[config.mk]
export PLATFORM = sky130hd
export DESIGN_NAME = daq_frame_tx
export DESIGN_NICKNAME = d
export VERILOG_FILES = /design/src/source/daq_frame_pkg.sv /design/src/source/daq_line_pkg.sv /design/src/source/daq_frame_tx.sv /design/src/source/line_word_out.sv /design/src/source/crc32_word.sv /design/src/source/frame_sequencer.sv
export SDC_FILE = /design/constraint.sdc
export NUM_CORES = 1
export LEC_CHECK = 0
export BUFFER_PORTS_ARGS = -buffer_cell sky130_fd_sc_hd__buf_4
export CORE_MARGIN = 8
export CORE_UTILIZATION = 45
export CTS_BUF_LIST = sky130_fd_sc_hd__clkbuf_8
export DETAILED_ROUTE_END_ITERATION = 6
export PLACE_DENSITY = 0.68
export SLEW_MARGIN = 20
export SYNTH_ARGS = -nofsm -noshare
export SYNTH_HDL_FRONTEND = slang
export SYNTH_SLANG_ARGS = --single-unit
[constraint.sdc]
create_clock -name usr_clk_wordwise -period 2.5 [get_ports usr_clk_wordwise]
set_input_delay 0.125 -clock usr_clk_wordwise [delete_from_list [all_inputs] [get_ports usr_clk_wordwise]]
set_output_delay 0.125 -clock usr_clk_wordwise [all_outputs]
set_load 0.03 [all_outputs]
[src/source/daq_frame_pkg.sv]
`default_nettype none

package daq_frame_pkg;

	// Packet states of the sequencer
	typedef enum logic [2:0]
	{
		FS_GAP,
		FS_SOP,
		FS_PRE,
		FS_SOF,
		FS_DATA,
		FS_FCS_HI,
		FS_EOP,
		FS_EXT
	} frame_state_t;

	// Word type chosen for one line slot
	typedef enum logic [3:0]
	{
		SEL_IDLE,
		SEL_SOP,
		SEL_PRE,
		SEL_SOF,
		SEL_DATA,
		SEL_FCS_LO,
		SEL_FCS_HI,
		SEL_EOP,
		SEL_EXT
	} word_sel_t;

	typedef logic [31:0] crc_t;
	typedef logic [9:0]  pkt_len_t; // Data words per packet

	localparam crc_t CRC_POLY_REFL = 32'hEDB8_8320; // Ethernet polynomial, bit reversed
	localparam crc_t CRC_PRESET    = 32'hFFFF_FFFF;

endpackage : daq_frame_pkg

`default_nettype wire

[src/source/daq_line_pkg.sv]
`default_nettype none

package daq_line_pkg;

	typedef logic [15:0] line_word_t; // Low octet goes out first
	typedef logic [1:0]  char_k_t;    // Bit 0 flags the low octet
	typedef logic [7:0]  octet_t;

	////////////////////
	// 8b10b octets
	////////////////////

	localparam octet_t K28_5    = 8'hBC; // Comma
	localparam octet_t D16_2    = 8'h50;
	localparam octet_t K27_7    = 8'hFB; // /S/
	localparam octet_t K29_7    = 8'hFD; // /T/
	localparam octet_t K23_7    = 8'hF7; // /R/
	localparam octet_t PRMBL    = 8'h55;
	localparam octet_t SOF_BYTE = 8'hD5;

	////////////////////
	// Ordered-set words
	////////////////////

	localparam line_word_t IDLE_WORD = {D16_2, K28_5};
	localparam line_word_t SOP_WORD  = {PRMBL, K27_7};    // /S/ plus first preamble octet
	localparam line_word_t PRE_WORD  = {PRMBL, PRMBL};
	localparam line_word_t SOF_WORD  = {SOF_BYTE, PRMBL}; // Last preamble octet plus SFD
	localparam line_word_t EOP_WORD  = {K23_7, K29_7};    // /T/ then /R/
	localparam line_word_t EXT_WORD  = {K23_7, K23_7};    // Carrier extend

	// K-flag patterns that go with the words above
	localparam char_k_t K_IDLE = 2'b01;
	localparam char_k_t K_SOP  = 2'b01;
	localparam char_k_t K_NONE = 2'b00; // Preamble, SOF, data and FCS
	localparam char_k_t K_EOP  = 2'b11;
	localparam char_k_t K_EXT  = 2'b11;

endpackage : daq_line_pkg

`default_nettype wire
[src/source/daq_frame_tx.sv]
`default_nettype none

module daq_frame_tx #(
	parameter int unsigned IPG_WORDS      = 4,
	parameter int unsigned PREAMBLE_WORDS = 2,
	parameter int unsigned PKT_LEN_RESET  = 800
)
(
	input  logic                     usr_clk_wordwise,
	input  logic                     arst,
	input  daq_line_pkg::line_word_t txd_i,
	input  logic                     txd_vld_i,
	output logic                     tx_ack_o,
	output daq_line_pkg::line_word_t tx_data_o,
	output daq_line_pkg::char_k_t    tx_charisk_o,
	output daq_frame_pkg::pkt_len_t  pkt_len_o
);

	import daq_frame_pkg::*;

	word_sel_t word_sel;
	logic      crc_init;
	logic      crc_calc;
	crc_t      fcs;

	frame_sequencer #(
		.IPG_WORDS      (IPG_WORDS),
		.PREAMBLE_WORDS (PREAMBLE_WORDS),
		.PKT_LEN_RESET  (PKT_LEN_RESET)
	)
	frame_sequencer_i
	(
		.usr_clk_wordwise (usr_clk_wordwise),
		.arst             (arst),
		.txd_vld_i        (txd_vld_i),
		.tx_ack_o         (tx_ack_o),
		.word_sel_o       (word_sel),
		.crc_init_o       (crc_init),
		.crc_calc_o       (crc_calc),
		.pkt_len_o        (pkt_len_o)
	);

	crc32_word crc32_word_i
	(
		.usr_clk_wordwise (usr_clk_wordwise),
		.arst             (arst),
		.init_i           (crc_init),
		.calc_i           (crc_calc),
		.data_i           (txd_i),
		.fcs_o            (fcs)
	);

	// Two register stages from select to line
	line_word_out line_word_out_i
	(
		.usr_clk_wordwise (usr_clk_wordwise),
		.arst             (arst),
		.word_sel_i       (word_sel),
		.data_i           (txd_i),
		.fcs_i            (fcs),
		.tx_data_o        (tx_data_o),
		.tx_charisk_o     (tx_charisk_o)
	);

endmodule : daq_frame_tx

`default_nettype wire

[src/source/line_word_out.sv]
`default_nettype none

module line_word_out
(
	input  logic                     usr_clk_wordwise,
	input  logic                     arst,
	input  daq_frame_pkg::word_sel_t word_sel_i,
	input  daq_line_pkg::line_word_t data_i,
	input  daq_frame_pkg::crc_t      fcs_i,
	output daq_line_pkg::line_word_t tx_data_o,
	output daq_line_pkg::char_k_t    tx_charisk_o
);

	import daq_line_pkg::*;
	import daq_frame_pkg::*;

	word_sel_t  sel_q;
	line_word_t data_q;
	line_word_t word_d;
	char_k_t    k_d;

	////////////////////
	// Stage one
	////////////////////

	always_ff @(posedge usr_clk_wordwise or posedge arst)
	begin
		if (arst)
			sel_q <= SEL_IDLE;
		else
			sel_q <= word_sel_i;
	end

	always_ff @(posedge usr_clk_wordwise)
	begin
		data_q <= data_i; // User word rides along with its select
	end

	////////////////////
	// Stage two
	////////////////////

	always_comb
	begin
		word_d = IDLE_WORD;
		k_d    = K_IDLE;
		unique case (sel_q)
			SEL_SOP:    begin word_d = SOP_WORD;     k_d = K_SOP;  end
			SEL_PRE:    begin word_d = PRE_WORD;     k_d = K_NONE; end
			SEL_SOF:    begin word_d = SOF_WORD;     k_d = K_NONE; end
			SEL_DATA:   begin word_d = data_q;       k_d = K_NONE; end
			SEL_FCS_LO: begin word_d = fcs_i[15:0];  k_d = K_NONE; end
			SEL_FCS_HI: begin word_d = fcs_i[31:16]; k_d = K_NONE; end
			SEL_EOP:    begin word_d = EOP_WORD;     k_d = K_EOP;  end
			SEL_EXT:    begin word_d = EXT_WORD;     k_d = K_EXT;  end
			default:    begin word_d = IDLE_WORD;    k_d = K_IDLE; end
		endcase
	end

	always_ff @(posedge usr_clk_wordwise or posedge arst)
	begin
		if (arst)
		begin
			tx_data_o    <= IDLE_WORD;
			tx_charisk_o <= K_IDLE;
		end
		else
		begin
			tx_data_o    <= word_d;
			tx_charisk_o <= k_d;
		end
	end

endmodule : line_word_out

`default_nettype wire

[src/source/crc32_word.sv]
`default_nettype none

module crc32_word
(
	input  logic                     usr_clk_wordwise,
	input  logic                     arst,
	input  logic                     init_i,
	input  logic                     calc_i,
	input  daq_line_pkg::line_word_t data_i,
	output daq_frame_pkg::crc_t      fcs_o
);

	import daq_line_pkg::*;
	import daq_frame_pkg::*;

	crc_t crc_q;
	crc_t crc_next;

	// Sixteen serial steps of the reflected CRC.
	// Bit 0 of the word is the first bit on the line.
	function automatic crc_t crc_step16(input crc_t crc_in, input line_word_t d);
		crc_t c;
		logic fb;
		c = crc_in;
		for (int i = 0; i < 16; i++)
		begin
			fb = c[0] ^ d[i];
			c  = c >> 1;
			if (fb)
				c = c ^ CRC_POLY_REFL;
		end
		return c;
	endfunction

	assign crc_next = crc_step16(crc_q, data_i);

	always_ff @(posedge usr_clk_wordwise or posedge arst)
	begin
		if (arst)
			crc_q <= CRC_PRESET;
		else if (init_i)
			crc_q <= CRC_PRESET;
		else if (calc_i)
			crc_q <= crc_next;
	end

	// Held until the next init, so the FCS words can be read late
	assign fcs_o = ~crc_q;

endmodule : crc32_word

`default_nettype wire

[src/source/frame_sequencer.sv]
`default_nettype none

module frame_sequencer #(
	parameter int unsigned IPG_WORDS      = 4,
	parameter int unsigned PREAMBLE_WORDS = 2,
	parameter int unsigned PKT_LEN_RESET  = 800
)
(
	input  logic                     usr_clk_wordwise,
	input  logic                     arst,
	input  logic                     txd_vld_i,
	output logic                     tx_ack_o,
	output daq_frame_pkg::word_sel_t word_sel_o,
	output logic                     crc_init_o,
	output logic                     crc_calc_o,
	output daq_frame_pkg::pkt_len_t  pkt_len_o
);

	import daq_frame_pkg::*;

	localparam int GAP_W = (IPG_WORDS > 0) ? $clog2(IPG_WORDS + 1) : 1;
	localparam int PRE_W = (PREAMBLE_WORDS > 1) ? $clog2(PREAMBLE_WORDS) : 1;

	frame_state_t     state_q;
	frame_state_t     state_d;
	logic [GAP_W-1:0] gap_cnt;
	logic [PRE_W-1:0] pre_cnt;
	pkt_len_t         data_cnt;
	logic             gap_ok;
	logic             pre_last;

	// Current idle word counts toward the gap
	assign gap_ok   = (int'(gap_cnt) + 1 >= IPG_WORDS);
	assign pre_last = (int'(pre_cnt) + 1 >= PREAMBLE_WORDS);

	assign tx_ack_o   = (state_q == FS_SOF);
	assign crc_init_o = (state_q == FS_SOF);
	assign crc_calc_o = (state_q == FS_DATA) && txd_vld_i;

	////////////////////
	// Next state and word select
	////////////////////

	always_comb
	begin
		state_d    = state_q;
		word_sel_o = SEL_IDLE;
		unique case (state_q)
			FS_GAP:
			begin
				word_sel_o = SEL_IDLE;
				if (txd_vld_i && gap_ok)
					state_d = FS_SOP;
			end
			FS_SOP:
			begin
				word_sel_o = SEL_SOP;
				state_d    = (PREAMBLE_WORDS == 0) ? FS_SOF : FS_PRE;
			end
			FS_PRE:
			begin
				word_sel_o = SEL_PRE;
				if (pre_last)
					state_d = FS_SOF;
			end
			FS_SOF:
			begin
				word_sel_o = SEL_SOF;
				state_d    = FS_DATA;
			end
			FS_DATA:
			begin
				if (txd_vld_i)
					word_sel_o = SEL_DATA;
				else
				begin
					word_sel_o = SEL_FCS_LO; // Valid dropped so the FCS follows at once
					state_d    = FS_FCS_HI;
				end
			end
			FS_FCS_HI:
			begin
				word_sel_o = SEL_FCS_HI;
				state_d    = FS_EOP;
			end
			FS_EOP:
			begin
				word_sel_o = SEL_EOP;
				state_d    = FS_EXT;
			end
			FS_EXT:
			begin
				word_sel_o = SEL_EXT;
				state_d    = FS_GAP;
			end
			default: state_d = FS_GAP;
		endcase
	end

	////////////////////
	// State and counters
	////////////////////

	always_ff @(posedge usr_clk_wordwise or posedge arst)
	begin
		if (arst)
		begin
			state_q   <= FS_GAP;
			gap_cnt   <= '0;
			pre_cnt   <= '0;
			data_cnt  <= '0;
			pkt_len_o <= pkt_len_t'(PKT_LEN_RESET);
		end
		else
		begin
			state_q <= state_d;

			// Idle words since the last EXT, saturating
			if (state_q != FS_GAP)
				gap_cnt <= '0;
			else if (int'(gap_cnt) < IPG_WORDS)
				gap_cnt <= gap_cnt + 1'b1;

			if (state_q == FS_PRE && !pre_last)
				pre_cnt <= pre_cnt + 1'b1;
			else
				pre_cnt <= '0;

			if (state_q == FS_SOF)
				data_cnt <= '0;
			else if (crc_calc_o)
				data_cnt <= data_cnt + 1'b1;

			if (state_q == FS_DATA && !txd_vld_i)
				pkt_len_o <= data_cnt; // Length of the packet just closed
		end
	end

endmodule : frame_sequencer

`default_nettype wire

# [Word-level counts from Yosys, hierarchy flattened]
# Cells that the tools add are included.
# W data, S select, Z words.
[classes] addsub=5 order_cmp=3 eq_ne=18 n_mux=31 bitwise_logic=33 n_reduce_logical=13
[ops] op="$mux W32" n=18
[ops] op="$not A13 Y14" n=16
[ops] op="$pmux W16 S8" n=1
[ops] op="$ge A32 B2 Y1 const B" n=1
[ops] op="$ge A32 B3 Y1 const B" n=1
[ops] op="$not A32 Y32" n=1
[ops] op="$pmux W4 S8" n=1
[ops] op="$pmux W3 S8" n=1
[ops] op="$mux W10" n=2
[ops] op="$eq A4 B3 Y1 const B" n=4
[ops] op="$xor A1 B1 Y1" n=16
[ops] op="$mux W3" n=5
[ops] op="$eq A3 B3 Y1 const B" n=4
[ops] op="$add A10 B1 Y10 const B" n=1
[ops] op="$eq A4 B2 Y1 const B" n=2
[ops] op="$eq A3 B2 Y1 const B" n=2
[ops] op="$reduce_or A5 Y1" n=1
[ops] op="$add A3 B1 Y4 const B" n=1
[ops] op="$eq A4 B1 Y1 const B" n=1
[ops] op="$eq A4 B4 Y1 const B" n=1
[ops] op="$logic_and A1 B1 Y1" n=4
[ops] op="$ne A2 B1 Y1 const B" n=2
[ops] op="$pmux W2 S2" n=1
[ops] op="$reduce_bool A2 Y1" n=2
[ops] op="other kinds (12)" n=14
[totals] register_bits=97 in_bits=19 out_inout_bits=29

# [Longest topological paths before layout]
# Gate-level depths: netlist of the first run.
[depth] ltp_word=34 mapped_depth=7

# [Modules after synthesis]
# From an unflattened synthesis of the first run, not the netlist that was laid out.
[unflattened] cells_unflattened=527 area_unflattened_um2=5850.6
[modules_own_cells] module="crc32_word" instances=1 cells_each=280 area_per_inst_um2=2952.8
[modules_own_cells] module="line_word_out" instances=1 cells_each=130 area_per_inst_um2=1566.5
[modules_own_cells] module="frame_sequencer" instances=1 cells_each=117 area_per_inst_um2=1331.3

# [Least setup slack after synthesis of the first run]
# Ideal clock, no wire load.
[synth_path] path_kind="reg-to-reg" from="reg crc32_word_i.crc_q[1]" to="reg crc32_word_i.crc_q[5]" t_arrival_ns=2.409 t_required_ns=2.427 path_slack_ns=0.018 path_stages_with_launch=7 period_less_slack_ns=2.482 path_cell_list="dfstp_2 -> xnor2_4 -> xnor3_2 -> xnor2_4 -> xnor3_2 -> xnor2_1 -> a21oi_1"
[synth_between] elab_chain_cells=24
[synth_rtl] element="from (decl)" line_no="crc32_word.sv:16" rtl="crc_t crc_q;"
[synth_rtl] element="from (signal assigned)" line_no="crc32_word.sv:44" rtl="crc_q <= crc_next;"
[synth_rtl] element="$mux W32 *" line_no="crc32_word.sv:29" rtl="if (fb)"
[synth_rtl] element="$xor A1 B1 Y1 *" line_no="crc32_word.sv:27" rtl="fb = c[0] ^ d[i];"
[synth_rtl] element="$mux W32 *" line_no="crc32_word.sv:29"
[synth_rtl] element="$not A13 Y14 (no source line)"
[synth_rtl] element="$mux W32 * (3 in series)" line_no="crc32_word.sv:29"
[synth_rtl] element="$not A13 Y14 (no source line)"
[synth_rtl] element="$mux W32 * (6 in series)" line_no="crc32_word.sv:29"
[synth_rtl] element="$xor A1 B1 Y1" line_no="crc32_word.sv:27"
[synth_rtl] element="$mux W32 *" line_no="crc32_word.sv:29"
[synth_rtl] element="$not A13 Y14 (no source line)"
[synth_rtl] element="$mux W32 * (3 in series)" line_no="crc32_word.sv:29"
[synth_rtl] element="$not A13 Y14 (no source line)"
[synth_rtl] element="$mux W32 *" line_no="crc32_word.sv:29"
[synth_rtl] element="$mux W32 *" line_no="crc32_word.sv:43" rtl="else if (calc_i)"
[synth_rtl] element="$mux W32 *" line_no="crc32_word.sv:41" rtl="else if (init_i)"
# Every way passes the cells marked *; elsewhere a longest branch is shown, timed or not. The select of a mux whose other input is x is not followed.
# A chain may end at the register's enable or synchronous reset.

# [Final worst setup path of the first run]
[layout_path] from="reg crc32_word_i.crc_q[4]" to="reg crc32_word_i.crc_q[19]"
[layout_between] elab_chain_cells=27
[layout_rtl] element="$mux W32 * (4 in series)" line_no="crc32_word.sv:29"
[layout_rtl] element="$xor A1 B1 Y1 *" line_no="crc32_word.sv:27"
[layout_rtl] element="$mux W32 *" line_no="crc32_word.sv:29"
[layout_rtl] element="$not A13 Y14 (no source line)"
[layout_rtl] element="$mux W32 * (2 in series)" line_no="crc32_word.sv:29"
[layout_rtl] element="$not A13 Y14 (no source line)"
[layout_rtl] element="$mux W32 *" line_no="crc32_word.sv:29"
[layout_rtl] element="$not A13 Y14 (no source line)"
[layout_rtl] element="[... 7 more ...]"
[layout_rtl] element="$not A13 Y14 (no source line)"
[layout_rtl] element="$mux W32 *" line_no="crc32_word.sv:29"
[layout_rtl] element="$not A13 Y14 (no source line)"
[layout_rtl] element="$mux W32 *" line_no="crc32_word.sv:29"
[layout_rtl] element="$not A13 Y14 (no source line)"
[layout_rtl] element="$mux W32 *" line_no="crc32_word.sv:29"
[layout_rtl] element="$mux W32 *" line_no="crc32_word.sv:43"
[layout_rtl] element="$mux W32 *" line_no="crc32_word.sv:41"
# Marked as above.

==> run_results.csv, run 1 <==
group,metric,value,unit
run_status,status,"complete, no violations",
global_route,grt_pass1_wl,21500,um
synth,yosysWarningCount,0,
cts,htree_levels,3,
global_route,met2_usage,27.6,%
cts,cts_buffers,9,
cts,clk_pin_slew_worst_paths,100,ps
worst_setup_path,crit_fanout,5,
synth,synth-seq-area-share,44.0,%
drt,drc,0,
drt,vias_per_cell,5.11,
floorplanning,die_width,126,um
timing,fmax,0.412,GHz
drt,ant_nets,0,
timing,clock_skew,11.7,ps
timing,fin_crit,2430,ps
worst_setup_path,cp-start-kind,"flip-flop",
timing,fin_crit_sh,97.1,%
drt,wl_per_cell,17.4,um
synth,syn-num-nets,517,
worst_setup_path,cp.required,2790,ps
drt,wirelength,13000,um
synth,synth_flop_cell,"dfstp_2",
layout,area_growth,23.7,%
drt,vias,3830,
floorplanning,io_pins,48,
floorplanning,core-area,0.0119,mm^2
global_route,antenna_found_initial,0,
cts,cts_tree,"yes",
job,max_cap_viol_count,0,
global_route,grt_pass1_vias,4002,
synth,synth_cell_types,46,
drt,drtIter0Drc,274,
synth,avgSynthCellArea,11.0,um^2
timing,worst_pin_slew,797,ps
synth,yosys.cell_count.top_type,"xnor2_1",
global_route,gr-usage-all-layers,17.1,%
min_path,hold_path_class,"in2reg",
timing,rsz0062_at_grt,"true",
global_route,globalRouteMet3Util,3.59,%
worst_setup_path,regToRegSetupSlack,70,ps
synth,postSynthCellCount,496,
synth,synth_edf_count,0,
cts,clock_path_buffers,2,
floorplanning,start_util,45.8,%
placed_design,place_hpwl,9770,um
cts,cts.sinks,97,
layout,insertedDiodeCount,0,
global_route,grt_busiest_layer,"met2",
synth,ys_seq_elements,97,
synth,synth-async-reset-ratio,83.5,%
timing,setup_viol,0,
drt,firstDrtPassIters,4,
timing,relSlewSlack,46.5,%
synth,synth_common_cells,"xnor2_1 (88), nor2_1 (51), dfstp_2 (43)",
floorplanning,dieArea,0.0159,mm^2
synth,synth_top_area_share,20.7,%
placed_design,io_buffers,47,
timing,maxSlewViolCount,0,
synth,synth_area,0.00545,mm^2
worst_setup_path,r2r_cells,7,
timing,hold_violations,0,
worst_setup_path,worstSetupPathType,"reg2reg",
layout,drive_above_1_share,32.6,%
min_path,hold_path_depth,4,
global_route,grt_start_max_net_pins,50,
synth,synth.area.top_cells,"dfstp_2 (21%), dfrtp_1 (17%), xnor2_1 (14%)",
synth,synth_top_area_cell,"dfstp_2",
floorplanning,dieHeight,126,um
worst_setup_path,cp.arrival,2720,ps
worst_setup_path,end_kind,"flip-flop",
floorplanning,fp-row-count,40,
global_route,gr-usage-met1,22.8,%
placed_design,place_congestion,0.900,
layout,nNetsFinal,618,
cts,cts-root-buf,"clkbuf_8",
cts,clk_latency,370,ps
timing,setup_tns,0,ps
global_route,grt_overflow_total,0,
## what timing repair did
action / 4_1_cts / 5_1_grt
setup endpoints to repair: 0 / 15
endpoints found under the hold margin: 26 / 0
hold buffers: 17 / 0
resized for setup: 0 / 12
buffers inserted: 0 / 6
## final timing paths
kind,from,end
max,crc32_word_i.crc_q[4],crc32_word_i.crc_q[19]
max in group asynchronous,arst,crc32_word_i.crc_q[17]
min in group asynchronous,arst,line_word_out_i.tx_data_o[11]
min reg2reg,frame_sequencer_i.pre_cnt,frame_sequencer_i.pre_cnt
max reg2reg,crc32_word_i.crc_q[4],crc32_word_i.crc_q[19]
min,txd_vld_i,line_word_out_i.sel_q[0]
## registers in the layout, indices dropped and copies added (netlist names)
register                      cells
line_word_out_i.tx_data_o        16
line_word_out_i.sel_q             4
line_word_out_i.data_q           16
frame_sequencer_i.gap_cnt         3
frame_sequencer_i.pkt_len_o      10
frame_sequencer_i.data_cnt       10
frame_sequencer_i.state_q         3
crc32_word_i.crc_q               32
line_word_out_i.tx_charisk_o      2
frame_sequencer_i.pre_cnt         1
## cells in the final DEF, fill, tap and decap left out, types with 2 or more instances in the layout
master | Yosys | routed
buf_4 | 0 | 93
xnor2_1 | 88 | 84
nor2_1 | 51 | 51
dfstp_2 | 43 | 43
a21oi_1 | 41 | 41
dfrtp_1 | 38 | 38
xor2_1 | 33 | 32
nand2_1 | 25 | 25
dlygate4sd3_1 | 0 | 17
dfxtp_1 | 16 | 16
o21ai_0 | 14 | 14
inv_1 | 14 | 13
mux2_2 | 10 | 10
mux2i_1 | 9 | 9
xnor2_2 | 7 | 9
clkbuf_8 | 0 | 9
nor2b_1 | 8 | 8
xnor3_1 | 10 | 8
nand3_1 | 7 | 7
xnor2_4 | 4 | 6
xnor3_2 | 4 | 6
a22oi_1 | 6 | 6
and3_1 | 4 | 4
a211oi_1 | 4 | 4
or2_2 | 4 | 4
nand4_1 | 3 | 3
nor3_1 | 3 | 3
and2_1 | 3 | 3
inv_6 | 0 | 3
xor2_4 | 2 | 2
xor3_2 | 1 | 2
o211ai_1 | 2 | 2
a311oi_1 | 2 | 2
ha_1 | 2 | 2
inv_8 | 0 | 2
buf_6 | 0 | 2
## cells by family (layout without fill, tap and decap cells)
family | Yosys count | in the layout | synth area share [%]
multiplexers | 19 | 19 | 3.72
buffers and inverters | 37 | 143 | 2.55
flip-flops | 97 | 97 | 44.0
XOR/XNOR | 151 | 151 | 31.8
AO/OA/AOI/OAI | 78 | 78 | 8.28
adder cells (fa/ha/maj) | 2 | 2 | 0.459
AND/OR/NAND/NOR | 112 | 112 | 9.20
## through the flow
| stage | util, % | setup slack (ps) | hold WS [ps] | instance area [um^2] | instances |
|---|---|---|---|---|---|
| 6_report | 56.6 | 72.8 | 131 | 6750 | 749 |
| 5_1_grt | 56.6 | -38.7 | 174 | 6750 | 749 |
| 4_1_cts | 55.7 | 22.4 | 115 | 6630 | 743 |
| 3_5_place_dp | 52.4 | 54.1 | 203 | 6240 | 710 |
| 3_3_place_gp | 52.4 | 99.1 | 207 | 6240 | 710 |
| 2_1_floorplan | - | 17.9 | 153 | 5450 | 496 |
## worst max-delay path: stages, from the launching register on
cell and delay, ps:
dfstp_2 600, xor2_4 180, buf_6 140, xnor3_1 380, xnor3_2 480, xnor2_1 180
xnor2_1 260, a21oi_1 110
## cell type report
type	count	area, um^2
flip-flops and latches	97	2400
clock inverters	7	95.1
fillers	1012	5170
repair buffers	113	911
well taps	147	184
clock buffers	9	124
inverters	14	53.8
multi-input cells	362	2980
## layer usage
layer / vias up / share of wire (%)
met2: 94 / 48
met3: 16 / 5.4
met5: - / 0
met4: 0 / 1.4
li1: 1841 / -
met1: 1879 / 45
Power of run 1 is left out: the tool's default activity adds up to more than one toggle a clock period on the data nets, which glitch-free logic cannot reach.
==> inputs of run 2 (changes only) <==
--- a/config.mk
+++ b/config.mk
@@ -15,3 +15,4 @@
 export SYNTH_ARGS = -nofsm -noshare
 export SYNTH_HDL_FRONTEND = slang
 export SYNTH_SLANG_ARGS = --single-unit
+export TNS_END_PERCENT = 1
==> constraint.sdc (replaced) <==
create_clock -name usr_clk_wordwise -period 2.5 [get_ports usr_clk_wordwise]
set_input_delay 0.5 -clock usr_clk_wordwise [delete_from_list [all_inputs] [get_ports usr_clk_wordwise]]
set_output_delay 0.5 -clock usr_clk_wordwise [all_outputs]
set_load 0.03 [all_outputs]
==> run 2 against run 1 <==
Core utilization decreased by 1.2 points. First-iteration DRC count down 1.5%. Final cell count fell by 1.1%. Setup slack better by 25 ps. Critical path type unchanged. Highest routed layer unchanged.
==> run_results.csv, run 2 (synthesis results as in run 1) <==
group,metric,value,unit
timing,fin_crit_sh,96.1,%
worst_setup_path,regToRegSetupSlack,100,ps
placed_design,io_buffers,47,
cts,htree_levels,3,
floorplanning,start_util,45.8,%
layout,largest_reg_flops,32,
floorplanning,core-area,0.0119,mm^2
global_route,grt_overflow_total,0,
drt,drc,0,
cts,clk_latency,380,ps
job,max_cap_viol_count,0,
min_path,hold_path_class,"in2async",
worst_setup_path,end_kind,"flip-flop",
floorplanning,io_pins,48,
layout,biggestRegsByFlops,"crc32_word_i.crc_q (32), line_word_out_i.data_q (16), line_word_out_i.tx_data_o (16)",
layout,layout_common_cells,"buf_4 (102), xnor2_1 (85), nor2_1 (51), dfstp_2 (43), a21oi_1 (41)",
floorplanning,dieArea,0.0159,mm^2
drt,wirelength,12800,um
drt,drtIter0Drc,270,
timing,relSlewSlack,61.6,%
layout,final_common_cell,"buf_4",
layout,nNetsFinal,610,
global_route,grt_pass1_vias,3828,
placed_design,place_hpwl,9590,um
drt,wl_per_cell,17.2,um
timing,clock_skew,15.5,ps
floorplanning,fp-row-count,40,
layout,regMostFlops,"crc32_word_i.crc_q",
run_status,status,"complete, no violations",
timing,worst_pin_slew,576,ps
layout,drive_above_1_share,33.8,%
cts,cts-root-buf,"clkbuf_8",
floorplanning,die_width,126,um
layout,nFillCells,1010,
layout,area_growth,21.1,%
worst_setup_path,crit-reg2reg-launch,"crc32_word_i.crc_q[3]",
global_route,grt_pass1_wl,20500,um
placed_design,placed_area,0.00633,mm^2
cts,clk_pin_slew_worst_paths,110,ps
drt,vias,3775,
global_route,grt_start_max_net_pins,82,
worst_setup_path,cp.arrival,2700,ps
worst_setup_path,worstSetupPathType,"reg2reg",
drt,vias_per_cell,5.09,
drt,firstDrtPassIters,4,
global_route,gr-usage-all-layers,16.3,%
layout,multi_input_area,0.00294,mm^2
floorplanning,dieHeight,126,um
timing,rsz0062_at_grt,"true",
timing,hold_violations,0,
cts,cts_tree,"yes",
cts,clock_path_buffers,2,
worst_setup_path,crit_fanout,5,
cts,cts.sinks,97,
worst_setup_path,cp-start-kind,"flip-flop",
worst_setup_path,r2r_cells,7,
timing,fmax,0.416,GHz
global_route,antenna_found_initial,0,
cts,cts_buffers,9,
worst_setup_path,r2r-end,"crc32_word_i.crc_q[17]",
worst_setup_path,cp.required,2800,ps
timing,whs,201,ps
placed_design,place_congestion,0.894,
timing,maxSlewViolCount,0,
timing,setup_viol,0,
layout,finalInstanceArea,0.00661,mm^2
layout,ff_latch_area,0.00240,mm^2
drt,ant_nets,0,
layout,insertedDiodeCount,0,
timing,fin_crit,2400,ps
[run 2: worst max-delay path by stage]
stage,cells after the start,start,endpoint,slack (ps)
after floorplan,1,arst,frame_sequencer_i.data_cnt[0],-9
after global placement,7,txd_i[2],crc32_word_i.crc_q[27],-10
after detailed placement,7,txd_i[2],crc32_word_i.crc_q[20],-30
after CTS,7,crc32_word_i.crc_q[3],crc32_word_i.crc_q[29],70
after global routing,7,crc32_word_i.crc_q[3],crc32_word_i.crc_q[17],-10
final,7,crc32_word_i.crc_q[3],crc32_word_i.crc_q[17],100
[run 2: per-stage QoR]
stage | instances | worst slack (ps) | setup TNS [ps] | utilization, %
final | 741 | 98.2 | 0 | 55.5
after global routing | 741 | -12.9 | -27.2 | 55.5
after CTS | 737 | 65.2 | 0 | 55.0
after detailed placement | 721 | -30.6 | -118 | 53.2
after global placement | 721 | -13.2 | -13.2 | 53.2
after floorplan | 496 | -8.93 | -339 | -
[run 2: area by class of cell]
| cell class | instances | area share, % |
|---|---|---|
| Clock inverter | 7 | 1.34 |
| Tap cell | 147 | 2.78 |
| Timing Repair Buffer | 105 | 12.4 |
| Inverter | 14 | 0.815 |
| Sequential cell | 97 | 36.4 |
| Multi-Input combinational cell | 362 | 44.5 |
| Clock buffer | 9 | 1.88 |
[run 2: critical path: stages, from the launching register on]
cell	delay, ps
dfstp_2	580
xnor2_2	120
buf_4	200
xnor3_2	420
xnor2_2	250
xnor2_1	180
xnor3_1	430
a21oi_1	150
[run 2: routing by layer]
layer	global-route usage, %	up-vias	part of all wire (%)
met5	0	-	0
met4	4.25	0	1.3
met3	3.97	11	5.3
met2	25.5	87	47
met1	22.2	1856	46
li1	-	1821	-
[run 2: what timing repair did]
| action | 4_1_cts | 5_1_grt |
|---|---|---|
| setup endpoints to repair | 0 | 5 |
| setup buffers | 0 | 4 |
| hold buffers | 0 | 0 |
| endpoints found under the hold margin | 0 | 0 |
| resized for setup | 0 | 5 |
Power of run 2 is left out for the same reason.
==> inputs of run 3 (changes only) <==
--- a/config.mk
+++ b/config.mk
@@ -5,11 +5,12 @@
 export SDC_FILE = /design/constraint.sdc
 export NUM_CORES = 1
 export LEC_CHECK = 0
-export BUFFER_PORTS_ARGS = -buffer_cell sky130_fd_sc_hd__buf_4
+export BUFFER_PORTS_ARGS = -buffer_cell sky130_fd_sc_hd__buf_2
 export CORE_MARGIN = 8
 export CORE_UTILIZATION = 45
 export CTS_BUF_LIST = sky130_fd_sc_hd__clkbuf_8
 export DETAILED_ROUTE_END_ITERATION = 6
+export GPL_TIMING_DRIVEN = 0
 export PLACE_DENSITY = 0.68
 export SLEW_MARGIN = 20
 export SYNTH_ARGS = -nofsm -noshare
==> run 3 against run 2 <==
The run now ends with setup timing left. Clock-buffer cell count is the same. First-iteration DRC count is 7.0% higher. Flip-flop and latch count unchanged. Highest routed layer unchanged.
==> run_results.csv, run 3 (synthesis results as in run 1) <==
group,metric,value,unit
floorplanning,fp-row-count,40,
drt,wl_per_cell,17.9,um
layout,nFillCells,1063,
drt,vias_per_cell,5.26,
drt,firstDrtPassIters,5,
global_route,antenna_found_initial,0,
global_route,grt_start_max_net_pins,44,
global_route,globalRouteMet3Util,3.38,%
timing,setup_ws,-108,ps
timing,fin_crit,2610,ps
drt,wirelength,13000,um
drt,vias,3826,
timing,fin_crit_sh,104,%
global_route,gr-usage-met1,21.8,%
cts,clock_path_buffers,2,
timing,maxSlewViolCount,0,
cts,cts_hold_buf,0,
worst_setup_path,end_kind,"flip-flop",
timing,hold_violations,0,
timing,clock_skew,15.7,ps
floorplanning,io_pins,48,
worst_setup_path,worstSetupPathType,"reg2reg",
run_status,status,"finished with violations",
global_route,grt_overflow_total,0,
layout,regMostFlops,"crc32_word_i.crc_q",
cts,cts.sinks,97,
job,max_cap_viol_count,0,
timing,fmax,0.383,GHz
placed_design,place_hpwl,9490,um
layout,multi_input_area,0.00305,mm^2
cts,htree_levels,3,
global_route,grt_busiest_layer,"met2",
layout,nNetsFinal,597,
layout,ff_latch_area,0.00240,mm^2
worst_setup_path,cp.arrival,2910,ps
placed_design,placed_area,0.00589,mm^2
cts,cts_buffers,9,
drt,drc,0,
layout,area_growth,17.4,%
layout,finalInstanceArea,0.00640,mm^2
layout,largest_reg_flops,32,
placed_design,io_buffers,47,
cts,cts_tree,"yes",
global_route,grt_pass1_vias,3765,
worst_setup_path,cp.required,2800,ps
layout,final_common_cell,"xnor2_1",
global_route,gr-usage-all-layers,16.6,%
floorplanning,dieArea,0.0159,mm^2
layout,biggestRegsByFlops,"crc32_word_i.crc_q (32), line_word_out_i.data_q (16), line_word_out_i.tx_data_o (16)",
drt,drtIter0Drc,289,
floorplanning,core-area,0.0119,mm^2
layout,drive_above_1_share,29.9,%
floorplanning,die_width,126,um
layout,insertedDiodeCount,0,
floorplanning,start_util,45.8,%
worst_setup_path,cp-start-kind,"flip-flop",
timing,setup_viol,10,
floorplanning,dieHeight,126,um
placed_design,place_congestion,0.865,
cts,clk_latency,380,ps
cts,cts-root-buf,"clkbuf_8",
layout,layout_common_cells,"xnor2_1 (82), nor2_1 (51), buf_2 (47), dfstp_2 (43), a21oi_1 (41)",
run_status,violations,"setup timing",
timing,worst_pin_slew,859,ps
timing,rsz0062_at_grt,"true",
cts,clk_pin_slew_worst_paths,100,ps
global_route,grt_pass1_wl,20800,um
timing,relSlewSlack,42.4,%
min_path,hold_path_class,"in2async",
worst_setup_path,crit_fanout,8,
global_route,met2_usage,26.7,%
drt,ant_nets,0,
-- run 3: changes by cell type in the layout (fill, tap and decap cells not counted), moves of 5 or more --
cell	before	now
clkbuf_1	0	19
buf_2	0	47
xnor2_4	4	9
buf_4	102	21
-- run 3: metrics by stage --
stage | setup slack [ps] | utilization, % | cells | hold slack, ps | TNS (ps)
6_report | -108 | 53.7 | 728 | 154 | -579
5_1_grt | -180 | 53.7 | 728 | 194 | -1450
4_1_cts | -77.3 | 52.3 | 715 | 160 | -578
3_5_place_dp | -534 | 49.5 | 691 | 411 | -9010
3_3_place_gp | -970 | 49.3 | 690 | 403 | -53500
2_1_floorplan | -8.93 | - | 496 | 395 | -339
-- run 3: worst paths after layout --
check                                              start                       endpoint  slack [ps]  cells past startpoint
min in group usr_clk_wordwise                  txd_i[11]     line_word_out_i.data_q[11]         250                      1
setup / recovery                   crc32_word_i.crc_q[1]         crc32_word_i.crc_q[15]        -110                      6
max in group asynchronous                           arst         crc32_word_i.crc_q[21]        1680                      3
hold reg to reg                frame_sequencer_i.pre_cnt      frame_sequencer_i.pre_cnt         430                      1
hold / removal                                      arst  line_word_out_i.tx_data_o[11]         150                      2
setup reg to reg                   crc32_word_i.crc_q[1]         crc32_word_i.crc_q[15]        -110                      6
-- run 3: critical path: stages, from the launching register on --
cell and delay [ps]:
dfstp_2 600, xnor2_4 170, xnor3_2 560, xnor2_4 370
xnor3_2 530, xnor2_1 150, a21oi_1 160
-- run 3: final cells by class --
type | count | area share [%]
plain buffers | 23 | 1.37
repair buffers | 69 | 6.45
multi-input cells | 362 | 47.7
well taps | 147 | 2.87
inverters | 14 | 0.860
clock buffers | 9 | 1.94
clock inverters | 7 | 1.31
flip-flops and latches | 97 | 37.5
-- run 3: what timing repair did --
action,in CTS,in global routing
endpoints found under the setup margin,25,22
setup buffers,8,13
resized for setup,10,9
pin swaps,8,9
endpoints found under the hold margin,0,0
-- run 3: layer usage --
metal / routed length, um / part of all wire, %
met4: 214 / 1.6
met3: 787 / 6.0
met2: 6130 / 47
met5: 0 / 0
met1: 5880 / 45
Power of run 3 is left out for the same reason.
